[config.mk]
export PLATFORM = sky130hd
export DESIGN_NAME = msx_glue_top
export DESIGN_NICKNAME = d
export VERILOG_FILES = /design/src/source/msx_glue_pkg.sv /design/src/source/clock_enables.sv /design/src/source/io_port_decode.sv /design/src/source/read_data_return.sv /design/src/source/sdram_memory_map.sv /design/src/source/msx_glue_top.sv
export SDC_FILE = /design/constraint.sdc
export NUM_CORES = 1
export LEC_CHECK = 0
export BUFFER_PORTS_ARGS = -buffer_cell sky130_fd_sc_hd__buf_2
export CELL_PAD_IN_SITES_DETAIL_PLACEMENT = 1
export CELL_PAD_IN_SITES_GLOBAL_PLACEMENT = 2
export CORE_UTILIZATION = 14
export CTS_CLUSTER_DIAMETER = 200
export DETAILED_ROUTE_END_ITERATION = 8
export PLACE_DENSITY_LB_ADDON = 0.12
export SLEW_MARGIN = 20
export SYNTH_ARGS = -nofsm -noshare
export SYNTH_HDL_FRONTEND = slang
export SYNTH_HIERARCHICAL = 1
export SYNTH_SLANG_ARGS = --single-unit
[constraint.sdc]
create_clock -name clk42m -period 1.77 [get_ports clk42m]
set_clock_uncertainty 0.05 [all_clocks]
set_input_delay 0.2655 -clock clk42m [delete_from_list [all_inputs] [get_ports clk42m]]
set_output_delay 0.2655 -clock clk42m [all_outputs]
set_load 0.01 [all_outputs]
[src/source/msx_glue_pkg.sv]
// Shared widths, I/O port bases and SDRAM region bases of the MSX glue logic
// SDRAM region bases hold only the fixed upper part of the 23-bit byte address

package msx_glue_pkg;

	// --------------------------------------------------
	// Data and address widths
	// --------------------------------------------------
	typedef logic [7:0]		byte_t;				// CPU / SDRAM data byte
	typedef logic [15:0]	cpu_addr_t;			// Z80 address bus
	typedef logic [22:0]	sdram_addr_t;		// SDRAM byte address
	typedef logic [21:0]	rom_bank_addr_t;	// MegaROM mapper output
	typedef logic [17:0]	kanji_addr_t;		// Kanji ROM pointer
	typedef logic [3:0]		div12_t;			// Divide-by-12 count

	// Last count of the CPU / PSG divider (42.95MHz / 12 = 3.58MHz)
	localparam div12_t CPU_DIV_LAST = 4'd11;

	// --------------------------------------------------
	// I/O port bases
	// --------------------------------------------------
	localparam byte_t PORT_PPI		= 8'hA8;	// A8h-ABh
	localparam byte_t PORT_PSG		= 8'hA0;	// A0h-A3h
	localparam byte_t PORT_VDP		= 8'h98;	// 98h-99h
	localparam byte_t PORT_KANJI	= 8'hD8;	// D8h-DBh

	// Floating bus value when nothing drives it
	localparam byte_t IDLE_BYTE		= 8'hFF;

	// --------------------------------------------------
	// SDRAM region bases, address bits above bit 12
	// --------------------------------------------------
	// JIS1/JIS2 font, 256KB
	localparam logic [4:0] BASE_KANJI			= 5'b000_01;
	// Mapper RAM in slot 3-0, 64KB
	localparam logic [6:0] BASE_MAPPER_RAM		= 7'b100_0000;
	// Slot 1 cartridge, 2MB
	localparam logic [1:0] BASE_MEGAROM1		= 2'b01;
	// Slot 2 cartridge, 1MB
	localparam logic [2:0] BASE_MEGAROM2		= 3'b001;
	// MSX logo and ExtBASIC, slot 0-3
	localparam logic [7:0] BASE_LOGO_EXTBASIC	= 8'b000_0011_1;
	localparam logic [8:0] BASE_MSX_MUSIC		= 9'b001_0011_01;	// Slot 0-2
	localparam logic [8:0] BASE_IOT_BASIC		= 9'b010_0011_00;	// Slot 0-1
	// SUB-ROM, slot 3-1 page 0 (top bit is zero)
	localparam logic [8:0] BASE_SUB_ROM			= 9'b0_000_1000_0;
	localparam logic [7:0] BASE_KANJI_BASIC		= 8'b000_0010_1;	// Slot 3-1, pages 1-3
	localparam logic [7:0] BASE_MAIN_ROM		= 8'b000_0010_0;	// Slot 0-0, 32KB
	localparam logic [6:0] BASE_NEXTOR			= 7'b000_0000;		// Slot 3-2, banks 0-7

endpackage

[src/source/clock_enables.sv]
// Clock enables derived from clk42m, no second clock domain
// cpu_enable also drives the PSG; it is held off during freeze and SDRAM init

`timescale 1ns/1ps

module clock_enables
	import msx_glue_pkg::*;
(
	input	logic	clk42m,
	input	logic	ff_reset_n,
	input	logic	cpu_freeze,			// ESP32 loader owns the SDRAM
	input	logic	sdram_init_busy,	// SDRAM controller still in init
	output	logic	half_enable,		// UART strobe, every 2nd cycle
	output	logic	cpu_enable			// Z80 / PSG strobe, every 12th cycle
);
	logic	ff_half;
	div12_t	ff_div;

	// --------------------------------------------------
	// Divide by 2
	// --------------------------------------------------
	always_ff @(posedge clk42m) begin
		if (!ff_reset_n) begin
			ff_half <= 1'b0;
		end
		else begin
			ff_half <= ~ff_half;
		end
	end

	assign half_enable = ff_half;

	// --------------------------------------------------
	// Divide by 12
	// --------------------------------------------------
	always_ff @(posedge clk42m) begin
		if (!ff_reset_n) begin
			ff_div <= '0;
		end
		else if (cpu_freeze) begin
			ff_div <= '0;					// Restart phase when loader lets go
		end
		else if (ff_div == CPU_DIV_LAST) begin
			ff_div <= '0;
		end
		else begin
			ff_div <= ff_div + 4'd1;
		end
	end

	// Last count only, gated by both hold-off conditions
	assign cpu_enable = (ff_div == CPU_DIV_LAST) && !sdram_init_busy && !cpu_freeze;

endmodule

[src/source/io_port_decode.sv]
// Z80 I/O chip selects, only the low address byte is decoded
// Selects are combinational and active low

`timescale 1ns/1ps

module io_port_decode
	import msx_glue_pkg::*;
(
	input	logic		iorq_n,
	input	cpu_addr_t	a,
	output	logic		ppi_cs_n,
	output	logic		psg_cs_n,
	output	logic		vdp_cs_n,
	output	logic		kanji_cs_n
);
	byte_t	w_port;
	byte_t	w_port_quad;		// Port number with 2 LSBs cleared
	byte_t	w_port_pair;		// Port number with LSB cleared
	logic	w_ppi_hit;
	logic	w_psg_hit;
	logic	w_vdp_hit;
	logic	w_kanji_hit;

	assign w_port		= a[7:0];
	assign w_port_quad	= {w_port[7:2], 2'b00};
	assign w_port_pair	= {w_port[7:1], 1'b0};

	// --------------------------------------------------
	// Group match
	// --------------------------------------------------
	assign w_ppi_hit	= (w_port_quad == PORT_PPI);	// Four ports
	assign w_psg_hit	= (w_port_quad == PORT_PSG);	// Four ports
	assign w_vdp_hit	= (w_port_pair == PORT_VDP);	// Data / control pair
	assign w_kanji_hit	= (w_port_quad == PORT_KANJI);	// JIS1 and JIS2 pointers

	// Qualify with the I/O cycle
	assign ppi_cs_n		= !(!iorq_n && w_ppi_hit);
	assign psg_cs_n		= !(!iorq_n && w_psg_hit);
	assign vdp_cs_n		= !(!iorq_n && w_vdp_hit);
	assign kanji_cs_n	= !(!iorq_n && w_kanji_hit);

endmodule

[src/source/read_data_return.sv]
// Registered byte returned to the Z80, one cycle after the valid strobe
// Driving cpu_rdata onto the bidirectional data bus is left to the user

`timescale 1ns/1ps

module read_data_return
	import msx_glue_pkg::*;
(
	input	logic	clk42m,
	input	logic	ff_reset_n,
	input	logic	rd_n,
	input	byte_t	sdram_q,
	input	logic	sdram_q_en,
	input	byte_t	vdp_q,
	input	logic	vdp_q_en,
	input	byte_t	uart_q,
	input	logic	uart_q_en,
	input	byte_t	expslt0_q,		// Slot 0 expander register
	input	logic	expslt0_q_en,
	input	byte_t	expslt3_q,		// Slot 3 expander register
	input	logic	expslt3_q_en,
	input	byte_t	ppi_q,
	input	logic	ppi_q_en,
	input	byte_t	psg_q,
	input	logic	psg_q_en,
	output	byte_t	cpu_rdata
);
	byte_t	ff_rdata;

	// --------------------------------------------------
	// Priority capture
	// --------------------------------------------------
	always_ff @(posedge clk42m) begin
		if (!ff_reset_n) begin
			ff_rdata <= IDLE_BYTE;
		end
		else if (sdram_q_en) begin
			ff_rdata <= sdram_q;			// Memory first
		end
		else if (vdp_q_en) begin
			ff_rdata <= vdp_q;
		end
		else if (uart_q_en) begin
			ff_rdata <= uart_q;
		end
		else if (expslt0_q_en) begin
			ff_rdata <= expslt0_q;
		end
		else if (expslt3_q_en) begin
			ff_rdata <= expslt3_q;
		end
		else if (ppi_q_en) begin
			ff_rdata <= ppi_q;
		end
		else if (psg_q_en) begin
			ff_rdata <= psg_q;
		end
		else if (rd_n) begin
			ff_rdata <= IDLE_BYTE;			// Bus released, pull up
		end
		// Read in progress, keep last byte for the CPU
	end

	assign cpu_rdata = ff_rdata;

endmodule

[src/source/sdram_memory_map.sv]
// Combinational SDRAM request mux: SPI loader, then Kanji ROM, then Z80
// Slot selects are assumed one-hot; the first active one in map order wins

`timescale 1ns/1ps

module sdram_memory_map
	import msx_glue_pkg::*;
(
	input	logic			cpu_freeze,
	input	logic			kanji_en,
	input	logic			spi_mreq_n,
	input	sdram_addr_t	spi_address,
	input	byte_t			spi_d,
	input	logic			mreq_n,
	input	logic			iorq_n,
	input	logic			rd_n,
	input	logic			wr_n,
	input	cpu_addr_t		a,
	input	byte_t			d,
	input	kanji_addr_t	kanji_address,
	input	logic			sltsl1,
	input	logic			sltsl2,
	input	logic			sltsl00,
	input	logic			sltsl01,
	input	logic			sltsl02,
	input	logic			sltsl03,
	input	logic			sltsl30,
	input	logic			sltsl31,
	input	logic			sltsl32,
	input	rom_bank_addr_t	megarom1_address,
	input	rom_bank_addr_t	megarom2_address,
	input	logic			megarom1_mem_cs_n,
	input	logic			megarom2_mem_cs_n,
	input	logic			megarom1_rd_n,
	input	logic			megarom2_rd_n,
	output	sdram_addr_t	sdram_address,
	output	byte_t			sdram_d,
	output	logic			sdram_mreq_n,
	output	logic			sdram_rd_n,
	output	logic			sdram_wr_n
);
	logic	[9:0]	w_upper;		// Address bits 22:13
	logic	[12:0]	w_lower;		// Address bits 12:0
	logic	[1:0]	w_page;			// Z80 16KB page

	assign w_page = a[15:14];

	// --------------------------------------------------
	// Upper address, region select
	// --------------------------------------------------
	always_comb begin
		if (cpu_freeze) begin
			w_upper = spi_address[22:13];						// Loader, flat
		end
		else if (kanji_en) begin
			w_upper = {BASE_KANJI, kanji_address[17:13]};
		end
		else if (sltsl30) begin
			w_upper = {BASE_MAPPER_RAM, a[15:13]};
		end
		else if (sltsl1) begin
			w_upper = {BASE_MEGAROM1, megarom1_address[20:13]};
		end
		else if (sltsl2) begin
			w_upper = {BASE_MEGAROM2, megarom2_address[19:13]};
		end
		else if (sltsl03) begin
			w_upper = {BASE_LOGO_EXTBASIC, a[14:13]};
		end
		else if (sltsl02) begin
			w_upper = {BASE_MSX_MUSIC, a[13]};					// 16KB image
		end
		else if (sltsl01) begin
			w_upper = {BASE_IOT_BASIC, a[13]};
		end
		else if (sltsl31 && (w_page == 2'b00)) begin
			w_upper = {BASE_SUB_ROM, a[13]};
		end
		else if (sltsl31) begin
			w_upper = {BASE_KANJI_BASIC, a[15], a[13]};		// Pages 1-3 folded
		end
		else if (sltsl00) begin
			w_upper = {BASE_MAIN_ROM, a[14:13]};
		end
		else if (sltsl32) begin
			w_upper = {BASE_NEXTOR, a[15:13]};
		end
		else begin
			w_upper = '0;										// Slot 3-3 unmapped
		end
	end

	// --------------------------------------------------
	// Low address, write data, request
	// --------------------------------------------------
	assign w_lower = cpu_freeze ? spi_address[12:0] :
					 kanji_en   ? kanji_address[12:0] :
								  a[12:0];

	assign sdram_address	= {w_upper, w_lower};
	assign sdram_d			= cpu_freeze ? spi_d : d;

	// Kanji fetch requests on its own, Z80 uses mreq_n
	assign sdram_mreq_n		= cpu_freeze ? spi_mreq_n :
							  kanji_en   ? 1'b0 :
										   mreq_n;

	// Only the loader and mapper RAM may write
	assign sdram_wr_n		= cpu_freeze ? spi_mreq_n :
							  sltsl30    ? wr_n :
										   1'b1;

	// --------------------------------------------------
	// Read strobe, readable windows only
	// --------------------------------------------------
	always_comb begin
		sdram_rd_n = 1'b1;
		if (kanji_en) begin
			sdram_rd_n = 1'b0;
		end
		else if (!iorq_n) begin
			sdram_rd_n = 1'b1;				// Never on I/O cycles
		end
		else if (sltsl30) begin
			sdram_rd_n = rd_n;
		end
		else if (!megarom1_mem_cs_n) begin
			sdram_rd_n = megarom1_rd_n;		// Mapper decides
		end
		else if (!megarom2_mem_cs_n) begin
			sdram_rd_n = megarom2_rd_n;
		end
		else if (sltsl03 && (w_page == 2'b01 || w_page == 2'b10)) begin
			sdram_rd_n = rd_n;
		end
		else if ((sltsl02 || sltsl01) && (w_page == 2'b01)) begin
			sdram_rd_n = rd_n;				// Page 1 ROMs
		end
		else if (sltsl31) begin
			sdram_rd_n = rd_n;
		end
		else if (sltsl00 && !a[15]) begin
			sdram_rd_n = rd_n;
		end
		else if (sltsl32 && (w_page == 2'b01 || w_page == 2'b10)) begin
			sdram_rd_n = rd_n;
		end
	end

endmodule

[src/source/msx_glue_top.sv]
// MSX glue logic around external Z80, VDP, PSG, PPI, UART and SDRAM blocks
// Single clock clk42m; the CPU data bus driver is outside this top level

`timescale 1ns/1ps

module msx_glue_top
	import msx_glue_pkg::*;
(
	input	logic			clk42m,
	input	logic			ff_reset_n,
	input	logic			cpu_freeze,
	input	logic			sdram_init_busy,
	// Z80 bus
	input	logic			mreq_n,
	input	logic			iorq_n,
	input	logic			rd_n,
	input	logic			wr_n,
	input	cpu_addr_t		a,
	input	byte_t			d,
	// Read sources
	input	byte_t			sdram_q,
	input	logic			sdram_q_en,
	input	byte_t			vdp_q,
	input	logic			vdp_q_en,
	input	byte_t			uart_q,
	input	logic			uart_q_en,
	input	byte_t			expslt0_q,
	input	logic			expslt0_q_en,
	input	byte_t			expslt3_q,
	input	logic			expslt3_q_en,
	input	byte_t			ppi_q,
	input	logic			ppi_q_en,
	input	byte_t			psg_q,
	input	logic			psg_q_en,
	// SDRAM requesters
	input	logic			spi_mreq_n,
	input	sdram_addr_t	spi_address,
	input	byte_t			spi_d,
	input	logic			kanji_en,
	input	kanji_addr_t	kanji_address,
	input	logic			sltsl1,
	input	logic			sltsl2,
	input	logic			sltsl00,
	input	logic			sltsl01,
	input	logic			sltsl02,
	input	logic			sltsl03,
	input	logic			sltsl30,
	input	logic			sltsl31,
	input	logic			sltsl32,
	input	rom_bank_addr_t	megarom1_address,
	input	rom_bank_addr_t	megarom2_address,
	input	logic			megarom1_mem_cs_n,
	input	logic			megarom2_mem_cs_n,
	input	logic			megarom1_rd_n,
	input	logic			megarom2_rd_n,
	// Outputs
	output	logic			half_enable,
	output	logic			cpu_enable,
	output	logic			ppi_cs_n,
	output	logic			psg_cs_n,
	output	logic			vdp_cs_n,
	output	logic			kanji_cs_n,
	output	byte_t			cpu_rdata,
	output	sdram_addr_t	sdram_address,
	output	byte_t			sdram_d,
	output	logic			sdram_mreq_n,
	output	logic			sdram_rd_n,
	output	logic			sdram_wr_n
);

	// --------------------------------------------------
	// Strobes and port decode
	// --------------------------------------------------
	clock_enables u_clock_enables (.*);

	io_port_decode u_io_port_decode (.*);

	// --------------------------------------------------
	// CPU read path and SDRAM map
	// --------------------------------------------------
	read_data_return u_read_data_return (.*);

	sdram_memory_map u_sdram_memory_map (.*);

endmodule

# [Yosys cells after proc, flatten, opt, wreduce, memory -nomap -nowiden]
# Cells that the tools add are included.
[word_totals] output_inout_bits=48 word_cells=74 reg_bits=13 in_bits=203
[classes] bitwise_logic=2 reduce_logical=24 n_addsub=1 muxes=37 eq_ne=7
[ops] operator="10-bit two-way mux" count=11
[ops] operator="8-bit two-way mux" count=9
[ops] operator="13-bit two-way mux" count=2
[ops] operator="6-bit equality test (second input constant)" count=3
[ops] operator="1-bit two-way mux" count=14
[ops] operator="1-bit logical AND" count=11
[ops] operator="1-bit logical NOT" count=8
[ops] operator="8-bit nonzero test" count=1
[ops] operator="7-bit equality test (second input constant)" count=1
[ops] operator="4-bit by 1-bit adder with 4-bit output (second input constant)" count=1
[ops] operator="4-bit equality test (second input constant)" count=1
[ops] operator="3-bit two-way mux" count=1
[ops] operator="3-bit OR reduction" count=1
[ops] operator="2-bit by 1-bit equality test with 1-bit output (second input constant)" count=1
[ops] operator="2-bit equality test (second input constant)" count=1
[ops] operator="2-bit logical NOT" count=1
[ops] operator="1-bit logical OR" count=2
[ops] operator="1-bit inverter" count=2

# [Depth between registers and ports, before layout]
# Gate-level depths: netlist of run 1.
[depth] depth_word=13 depth_mapped=6

# [By module]
# The synthesis of run 1 kept the hierarchy.
[modules_own_cells] mod="sdram_memory_map" area_per_inst_um2=974.7 cells_per_inst=156 instances=1
[modules_own_cells] mod="read_data_return" area_per_inst_um2=849.6 cells_per_inst=119 instances=1
[modules_own_cells] mod="clock_enables" area_per_inst_um2=183.9 cells_per_inst=18 instances=1
[modules_own_cells] mod="io_port_decode" area_per_inst_um2=65.1 cells_per_inst=9 instances=1

# [Least setup slack after synthesis of run 1]
# OpenSTA, ideal clock, no wires.
[synth_path] kind="input port to output port" from="input port a[15]" to="output port sdram_address[14]" stages=5 required_time_ns=1.454 arrival_ns=1.482 slack_ns=-0.027 cell_sequence="inv_1 > ha_1 > o41a_1 > a2111oi_2 > a2bb2oi_1"
[synth_between] elab_chain_len=11 word_cells_on_any_way=12 cone_classes="mux: 10; reduce/logical: 2"
[synth_lines] item="start: declaration" line="msx_glue_top.sv:18" rtl="input cpu_addr_t a,"
[synth_lines] item="2-bit logical NOT" line="sdram_memory_map.sv:76" rtl="else if (sltsl31 && (w_page == 2'b00)) begin"
[synth_lines] item="1-bit logical AND" line="sdram_memory_map.sv:76"
[synth_lines] item="10-bit two-way mux (*)" line="sdram_memory_map.sv:76"
[synth_lines] item="10-bit two-way mux (*)" line="sdram_memory_map.sv:73" rtl="else if (sltsl01) begin"
[synth_lines] item="10-bit two-way mux (*)" line="sdram_memory_map.sv:70" rtl="else if (sltsl02) begin"
[synth_lines] item="10-bit two-way mux (*)" line="sdram_memory_map.sv:67" rtl="else if (sltsl03) begin"
[synth_lines] item="10-bit two-way mux (*)" line="sdram_memory_map.sv:64" rtl="else if (sltsl2) begin"
[synth_lines] item="10-bit two-way mux (*)" line="sdram_memory_map.sv:61" rtl="else if (sltsl1) begin"
[synth_lines] item="10-bit two-way mux (*)" line="sdram_memory_map.sv:58" rtl="else if (sltsl30) begin"
[synth_lines] item="10-bit two-way mux (*)" line="sdram_memory_map.sv:55" rtl="else if (kanji_en) begin"
[synth_lines] item="10-bit two-way mux (*)" line="sdram_memory_map.sv:52" rtl="if (cpu_freeze) begin"
[synth_lines] item="end: declaration" line="msx_glue_top.sv:64" rtl="output sdram_addr_t sdram_address,"
# Every way passes the cells marked *; elsewhere a longest branch is shown, timed or not.

# [Final worst setup path of run 1]
# Same ends and word-level chain as after synthesis.

==> summary.md, run 1 <==
| Metric | Value |
|---|---|
| Post-synth ARST share | 0% |
| Syn Nets | 508 |
| CTS H-tree lvls | 1 |
| # hold bufs at CTS | 0 |
| Reg2Reg Setup Slack | 0.75 ns |
| Number of fill cells | 1845 |
| Max_slew headroom | 70.7% |
| RSZ-0062 raised after global routing | true |
| Hold Crit Depth | 2 |
| Synth Area in XOR/XNOR | 0.845% |
| Antenna violations before repair | 1 |
| Area leader, netlist | dfxtp_1 |
| Synth top area share | 12.6% |
| Crit-path max cell delay | 0.35 ns |
| Power per Cell Area | 392 nW/µm² |
| Mux cell area share after synthesis | 11.2% |
| RePlAce Congestion | 0.795 |
| Hold Startpoint | ff_reset_n |
| Core Region | 14500 µm² |
| Outcome | complete, but fails checks |
| Final setup violating endpoints | 2 |
| Synth top area cells | dfxtp_1, o21ai_0, nand2_1, mux2i_1, nor3b_1 |
| Post-DP HPWL | 9680 µm |
| Setup WS pre-CTS | -0.282 ns |
| Clock transition at the registers of the reported paths | 0.05 ns |
| Min Tclk post-route | 1.96 ns |
| Fmax | 511 MHz |
| Post-synth EDFFs | 0 |
| Design Power | 0.00151 W |
| # clock sinks | 13 |
| Initial Util | 14.3% |
| Clock Path Buffers | 2 |
| Via count | 3144 |
| Multi-input gate area | 1780 µm² |
| Hold slack | 0.279 ns |
| Final #Nets | 749 |
| Post-route setup TNS | -0.354 ns |
| Worst Tran Pin Value | 0.439 ns |
| Largest net degree at the start of global routing | 31 |
| Via density per instance | 4.32 |
| Hold endpoint | u_read_data_return/cpu_rdata[5]$_SDFFE_PN1P_ |
| IO Pins | 251 |
| Mapped cell area | 2070 µm² |
| Area Growth Syn to Fin | 85.8% |
| Syn_area_per_cell | 6.87 µm² |
| Dominant synthesized flop cell | dfxtp_1 |
| Post-Syn Instances | 302 |
| Tcrit/Tclk final | 111% |
| Compound-Gate Fraction of Synth Area | 30.8% |
| Max Slew Vio Count | 0 |
| Synthesized-area fraction occupied by adder cells | 1.81% |
| ANT nets after route | 0 |
| 1st-iter DRT viols | 103 |
| Drt wl/cell | 15.3 µm |
| Die extent in x | 124 µm |
| Cell with the most instances after synthesis | nand2_1 |
| Slowest cell on the critical path | o41a_1 |
| TritonCTS Buffers | 3 |
| Fin util | 26.6% |
| Vias in the first global route | 3314 |
| Leakage | 1.84 nW |
| Crit path max fanout | 3 |
| Worst path cell trace | buf_8, inv_6, ha_4, o41a_1, a2111oi_4, buf_4, a2bb2oi_2, buf_2 |
| Clk root buf | clkbuf_16 |
| Area share of and/or/nand/nor cells after synthesis | 35.9% |
| First-pass DRT Iterations | 4 |
| PortBufs | 221 |
| First-pass GRT wire length | 17000 µm |
| Max Cap Viol | 0 |
| Share of layout cells above drive strength 1 | 54.2% |
| Worst EP required | 1.45 ns |
| Total grt overflow | 0 |
| Critical R2R Capture | u_clock_enables/ff_div[2]$_SDFF_PP0_ |
| Final Hold Fails | 0 |
| Largest family of logic cells by synthesized area | simple AND/OR/NAND/NOR gates |
| Most frequent cells after synthesis | nand2_1, o21ai_0, nor2b_1 |
| Max IR drop VDD | 0.000231 V |
| Setup CP Type | in2out |
| DRT Wirelength | 11200 µm |
| Failing checks | negative setup slack |
| Critical R2R Launch | u_clock_enables/ff_div[0]$_SDFF_PP0_ |
| Final WS setup | -0.187 ns |
| CTS tree | built |
| #FFs+latches synth | 13 |
| Die height | 124 µm |
| Sequential area share after synthesis | 12.6% |
| Unique masters post-synth | 54 |
| Setup crit start kind | input pin |
| Area of the die | 15300 µm² |
| Register area | 260 µm² |
| HP Class | in2reg |
| Worst-case reg-to-reg path depth | 4 |
| Worst Setup End Kind | output port |
| Critical Path AT | 1.64 ns |
| Drt drc | 0 |
| Clk Latency, worst-skew pair | 0.23 ns |
| Row cnt | 44 |
| GR Util All Layers | 14.2% |
| Syn. warnings | 6 |
## registers in the layout (all words and copies together), names as in the netlist
| name | flops |
|---|---|
| u_clock_enables/half_enable | 1 |
| u_clock_enables/ff_div | 4 |
| u_read_data_return/cpu_rdata | 8 |
## layer usage
| metal | vias up | share of wire, % | track usage (%) |
|---|---|---|---|
| met5 | - | 0 | 0 |
| li1 | 1606 | - | - |
| met3 | 4 | 6.0 | 2.47 |
| met4 | 0 | 0.46 | 1.73 |
| met1 | 1448 | 40 | 16.1 |
| met2 | 86 | 54 | 27.7 |
## timing repair
action,4_1_cts,5_1_grt
setup buffers,2,2
pin swaps,8,13
setup endpoints to repair,6,7
resized for setup,16,23
## placed cells by master, fill, tap and decap left out, types with 3 or more instances in the layout
| cell type | count |
|---|---|
| nor2b_1 | 19 |
| mux2i_1 | 13 |
| dfxtp_1 | 13 |
| o311ai_0 | 6 |
| buf_2 | 216 |
| buf_6 | 3 |
| a21oi_1 | 17 |
| nor2_1 | 12 |
| o21ai_0 | 33 |
| buf_4 | 32 |
| nand2_1 | 43 |
| nand2b_1 | 4 |
| mux2_2 | 9 |
| nor3b_1 | 17 |
| clkbuf_16 | 3 |
| inv_1 | 12 |
| o31ai_1 | 8 |
| nand3b_1 | 5 |
| nand3_1 | 4 |
| nor3_1 | 10 |
| buf_8 | 4 |
| a211oi_1 | 7 |
## worst max path at each step
stage,end,start
final,sdram_address[14],a[15]
after global routing,sdram_address[14],a[15]
after CTS,sdram_address[14],sltsl31
after detailed placement,sdram_address[14],a[15]
after global placement,sdram_address[14],a[15]
after floorplan,sdram_address[14],a[15]
## per-stage QoR
| stage | std cells | area [µm²] |
|---|---|---|
| 5_1_grt | 726 | 3850 |
| 4_1_cts | 725 | 3740 |
| 2_1_floorplan | 302 | 2080 |
| 3_3_place_gp | 719 | 3580 |
| 3_5_place_dp | 719 | 3580 |
| 6_report | 727 | 3850 |
## power by group
group	internal, W	leakage [nW]	switching, W	total, W
sequential	0.000313	0.108	0.00000905	0.000322
clock	0.000303	0.0382	0.000114	0.000416
combinational	0.000401	1.69	0.000373	0.000773
## layout make-up
| class | instances | area share (%) |
|---|---|---|
| multi-input combinational | 254 | 46.2 |
| timing repair buffer | 256 | 37.3 |
| sequential | 13 | 6.76 |
| tap | 184 | 5.98 |
| clock buffer | 4 | 2.05 |
| inverter | 15 | 1.66 |
| antenna | 1 | 0.0650 |
## cell families after synthesis
family | count (synthesis)
AO/OA/AOI/OAI | 97
AND/OR/NAND/NOR | 130
buffers and inverters | 35
adder cells (fa/ha/maj) | 3
XOR/XNOR | 2
flip-flops | 13
multiplexers | 22
## worst max-delay path: cells and delay by family
family	cells	cell delay, ns
adder cells (fa/ha/maj)	1	0.15
AO/OA/AOI/OAI	3	0.81
buffers and inverters	4	0.41
(Power assumes the default switching activity.)
==> run 2, diff against run 1 <==
Settings changed: RECOVER_POWER from default to 100, REMOVE_ABC_BUFFERS from default to 1.
==> run 2 against run 1 <==
Against the previous run: the run still ends with negative setup slack left; fmax grew 1.1%; design area shrank 1.2%; combinational power decreased by 2%; count of clock-buffer cells in the layout decreased by 1; largest cell class unchanged.
==> summary.md, run 2 (synthesis results as in run 1) <==
| Metric | Value |
|---|---|
| Final setup violating endpoints | 8 |
| Final #Nets | 748 |
| Hold slack | 0.280 ns |
| Crit path max fanout | 2 |
| Initial Util | 14.3% |
| Via density per instance | 4.42 |
| Drt drc | 0 |
| Tcrit/Tclk final | 109% |
| # clock sinks | 13 |
| Vias in the first global route | 3258 |
| Max IR drop VDD | 0.000244 V |
| Outcome | complete, but fails checks |
| Failing checks | negative setup slack |
| Clock Path Buffers | 2 |
| Clock transition at the registers of the reported paths | 0.05 ns |
| Post-DP HPWL | 9710 µm |
| Area Growth Syn to Fin | 83.6% |
| Worst Tran Pin Value | 0.523 ns |
| Max Slew Vio Count | 0 |
| Max Cap Viol | 0 |
| Drt wl/cell | 15.3 µm |
| Antenna violations before repair | 2 |
| Die height | 124 µm |
| Final Hold Fails | 0 |
| CTS H-tree lvls | 1 |
| Largest net degree at the start of global routing | 41 |
| Share of layout cells above drive strength 1 | 51.4% |
| Worst Setup End Kind | output port |
| Crit-path max cell delay | 0.53 ns |
| Max_slew headroom | 65.1% |
| Leakage | 1.82 nW |
| IO Pins | 251 |
| Area of the die | 15300 µm² |
| 1st-iter DRT viols | 68 |
| Core Region | 14500 µm² |
| Fin util | 26.3% |
| Die extent in x | 124 µm |
| ANT nets after route | 0 |
| Worst path cell trace | buf_6, or4_4, o31ai_2, o21ai_1, a221o_1, buf_2 |
| Most frequent cells in the layout | buf_2, nand2_1, o21ai_0 |
| Max reg flops | 8 |
| Commonest non-fill, non-tap cell in the layout | buf_2 |
| First-pass GRT wire length | 16800 µm |
| Total grt overflow | 0 |
| RePlAce Congestion | 0.747 |
| Fmax | 517 MHz |
| Setup WS pre-CTS | -0.220 ns |
| Setup crit start kind | input pin |
| Clk Latency, worst-skew pair | 0.24 ns |
| First-pass DRT Iterations | 4 |
| CTS tree | built |
| TritonCTS Buffers | 3 |
| # hold bufs at CTS | 0 |
| Critical Path AT | 1.62 ns |
| Worst EP required | 1.45 ns |
| PortBufs | 221 |
| DRT Wirelength | 11100 µm |
| Post-route cell area | 3810 µm² |
| Final WS setup | -0.165 ns |
| CP delay by family, top | compound AO/OA/AOI/OAI gates |
| Via count | 3215 |
| Buffer and inverter count on the worst path | 2 |
| Dpl cell area | 3580 µm² |
| GR Util All Layers | 14.0% |
| HP Class | in2reg |
| Setup CP Type | in2out |
| Row cnt | 44 |
| Min Tclk post-route | 1.94 ns |
| Slowest cell on the critical path | or4_4 |
| Clk root buf | clkbuf_16 |
| RSZ-0062 raised after global routing | true |
| Post-route setup TNS | -0.392 ns |
| Power per Cell Area | 398 nW/µm² |
[run 2: cell count changes in the layout (fill, tap and decap cells not counted), sizes merged]
cell | before | now
buf | 256 | 226
clkbuf | 4 | 31
clkinv | 0 | 1
diode | 1 | 2
dlymetal6s2s | 0 | 1
[run 2: path summary, 6_finish.rpt]
kind | startpoint | end | slack [ns] | depth (start not counted)
worst min register to register | u_clock_enables/half_enable$_SDFF_PN0_ | u_clock_enables/half_enable$_SDFF_PN0_ | 0.36 | 1
worst max-delay path | sltsl02 | sdram_address[13] | -0.17 | 6
worst max register to register | u_clock_enables/ff_div[0]$_SDFF_PP0_ | u_clock_enables/ff_div[2]$_SDFF_PP0_ | 0.70 | 4
worst min-delay path | ff_reset_n | u_read_data_return/cpu_rdata[0]$_SDFFE_PN1P_ | 0.28 | 2
[run 2: report_power, final]
group	total, W	switching (W)	internal [W]
Clock	0.000436	0.000135	0.000301
Combinational	0.000758	0.000368	0.000389
Sequential	0.000322	0.00000955	0.000312
[run 2: layer usage]
layer | vias to the layer above | track usage (%) | part of all wire [%] | wire length [µm]
met3 | 2 | 4.26 | 10 | 1150
met1 | 1475 | 16.7 | 40 | 4470
met5 | - | 0 | 0 | 0
li1 | 1602 | - | - | -
met2 | 136 | 24.9 | 49 | 5470
met4 | 0 | 2.03 | 0.30 | 33
[run 2: layout make-up]
cell class | count | area [µm²]
diodes | 2 | 5.00
fillers | 1851 | 10700
well taps | 184 | 230
multi-input cells | 254 | 1770
flip-flops and latches | 13 | 260
clock inverters | 1 | 5.00
inverters | 15 | 56.3
clock buffers | 3 | 75.1
repair buffers | 255 | 1410
[run 2: what timing repair did]
item / CTS / global route
resized for setup: 23 / 16
hold endpoints to repair: 0 / 0
setup endpoints to repair: 6 / 7
pin swaps: 12 / 11
cloned: 0 / 0
setup buffers: 1 / 2
[run 2: metrics by stage]
step / total power [W] / std cells
global placement: 0.00105 / 718
floorplan: 0.000589 / 282
CTS: 0.00154 / 723
finish: 0.00152 / 727
detailed placement: 0.00106 / 718
global route: 0.00162 / 726
==> run 3, diff against run 2 <==
Settings changed: SETUP_SLACK_MARGIN from default to 0.02.
==> run 3 against run 2 <==
Against the previous run: the flow still finishes with violations (negative setup slack); sequential cell count did not move; sequential power is essentially flat; critical path depth is the same; fmax rose by 0.11%; final cell count is 0.28% lower; hold slack did not move; global-route usage stayed put; routed wire length down 0.57%; critical path type unchanged; highest routed layer unchanged.
==> summary.md, run 3 (synthesis results as in run 1) <==
| Metric | Value |
|---|---|
| Outcome | complete, but fails checks |
| Failing checks | negative setup slack |
| Dpl cell area | 3580 µm² |
| Clock Path Buffers | 2 |
| Post-route setup TNS | -0.390 ns |
| Setup CP Type | in2out |
| Max reg flops | 8 |
| Via density per instance | 4.40 |
| Antenna violations before repair | 2 |
| Critical Path AT | 1.62 ns |
| Drt wl/cell | 15.3 µm |
| Total grt overflow | 0 |
| Fin cells | 725 |
| Fmax | 517 MHz |
| Clk root buf | clkbuf_16 |
| Crit-path max cell delay | 0.53 ns |
| Clk Latency, worst-skew pair | 0.24 ns |
| HP Class | in2reg |
| Dpl cells | 718 |
| Via count | 3193 |
| Row cnt | 44 |
| # clock sinks | 13 |
| RePlAce Congestion | 0.747 |
| Min Tclk post-route | 1.93 ns |
| CTS tree | built |
| Leakage | 1.81 nW |
| Max Cap Viol | 0 |
| Tcrit/Tclk final | 109% |
| Final #Nets | 746 |
| Power per Cell Area | 400 nW/µm² |
| Drt drc | 0 |
| Slowest cell on the critical path | or4_4 |
| Final Hold Fails | 0 |
| Worst path cell trace | buf_6, or4_4, o31ai_2, o21ai_1, a221o_1, buf_2 |
| Final WS setup | -0.163 ns |
| Die height | 124 µm |
| Critical R2R Launch | u_clock_enables/ff_div[0]$_SDFF_PP0_ |
| Die extent in x | 124 µm |
| Crit path launch | sltsl02 |
| Setup crit start kind | input pin |
| Core Region | 14500 µm² |
| First-pass DRT Iterations | 4 |
| GR Util All Layers | 14.0% |
| DRT Wirelength | 11100 µm |
| Max IR drop VDD | 0.000244 V |
| Worst Tran Pin Value | 0.523 ns |
| Worst Setup End Kind | output port |
| Hold Startpoint | ff_reset_n |
| 1st-iter DRT viols | 66 |
| Initial Util | 14.3% |
| Max Slew Vio Count | 0 |
| Post-route cell area | 3770 µm² |
| Post-DP HPWL | 9710 µm |
| Max_slew headroom | 65.1% |
| Commonest non-fill, non-tap cell in the layout | buf_2 |
| Final setup violating endpoints | 8 |
| Crit path max fanout | 2 |
| Share of layout cells above drive strength 1 | 51.8% |
| Largest net degree at the start of global routing | 41 |
| Area Growth Syn to Fin | 82.1% |
| Vias in the first global route | 3258 |
| IO Pins | 251 |
| ANT nets after route | 0 |
| Fin util | 26.1% |
| First-pass GRT wire length | 16800 µm |
| PortBufs | 221 |
| TritonCTS Buffers | 3 |
| Most frequent cells in the layout | buf_2, nand2_1, o21ai_0 |
| Area of the die | 15300 µm² |
| CTS H-tree lvls | 1 |
| Clock transition at the registers of the reported paths | 0.05 ns |
| Setup WS pre-CTS | -0.220 ns |
| RSZ-0062 raised after global routing | true |
| Worst EP required | 1.45 ns |
[run 3: worst max-delay path, delay by kind of cell]
family / cells / cell delay (ns)
simple gates: 1 / 0.53
buf+inv: 2 / 0.23
compound gates: 3 / 0.58
[run 3: through the flow]
stage,hold WS [ns],power [W]
finish,0.280,0.00151
global route,0.301,0.00162
CTS,0.285,0.00154
detailed placement,0.355,0.00106
global placement,0.350,0.00105
floorplan,0.307,0.000589
[run 3: final timing paths]
path / slack [ns] / to / cells past startpoint
setup / recovery: -0.16 / sdram_address[13] / 6
hold / removal: 0.28 / u_read_data_return/cpu_rdata[0]$_SDFFE_PN1P_ / 2
hold reg to reg: 0.36 / u_clock_enables/half_enable$_SDFF_PN0_ / 1
setup reg to reg: 0.70 / u_clock_enables/ff_div[2]$_SDFF_PP0_ / 4
[run 3: where the power goes]
part	leakage, nW	switching (W)	total (W)	internal [W]
logic	1.66	0.000366	0.000751	0.000385
registers	0.108	0.00000954	0.000322	0.000312
clock network	0.0409	0.000135	0.000436	0.000301
total	1.81	0.000511	0.00151	0.000998
[run 3: routing by layer]
layer / part of all wire [%] / up-vias / wire (µm) / track usage, %
li1: - / 1597 / - / -
met5: 0 / - / 0 / 0
met1: 40 / 1460 / 4410 / 16.7
met4: 0.30 / 0 / 33 / 2.03
met3: 10 / 2 / 1150 / 4.26
met2: 49 / 134 / 5470 / 24.9
[run 3: cell type report]
cell class,count,area (µm²)
clock inverters,1,5.00
inverters,15,56.3
clock buffers,3,75.1
well taps,184,230
multi-input cells,254,1770
flip-flops and latches,13,260
fillers,1853,10700
diodes,2,5.00
repair buffers,253,1370
[run 3: timing repair]
| item | 4_1_cts | 5_1_grt |
|---|---|---|
| setup endpoints to repair | 6 | 8 |
| hold buffers | 0 | 0 |
| cloned | 0 | 0 |
| setup buffers | 1 | 0 |
| resized for setup | 26 | 14 |
| hold endpoints to repair | 0 | 0 |
| pin swaps | 11 | 6 |
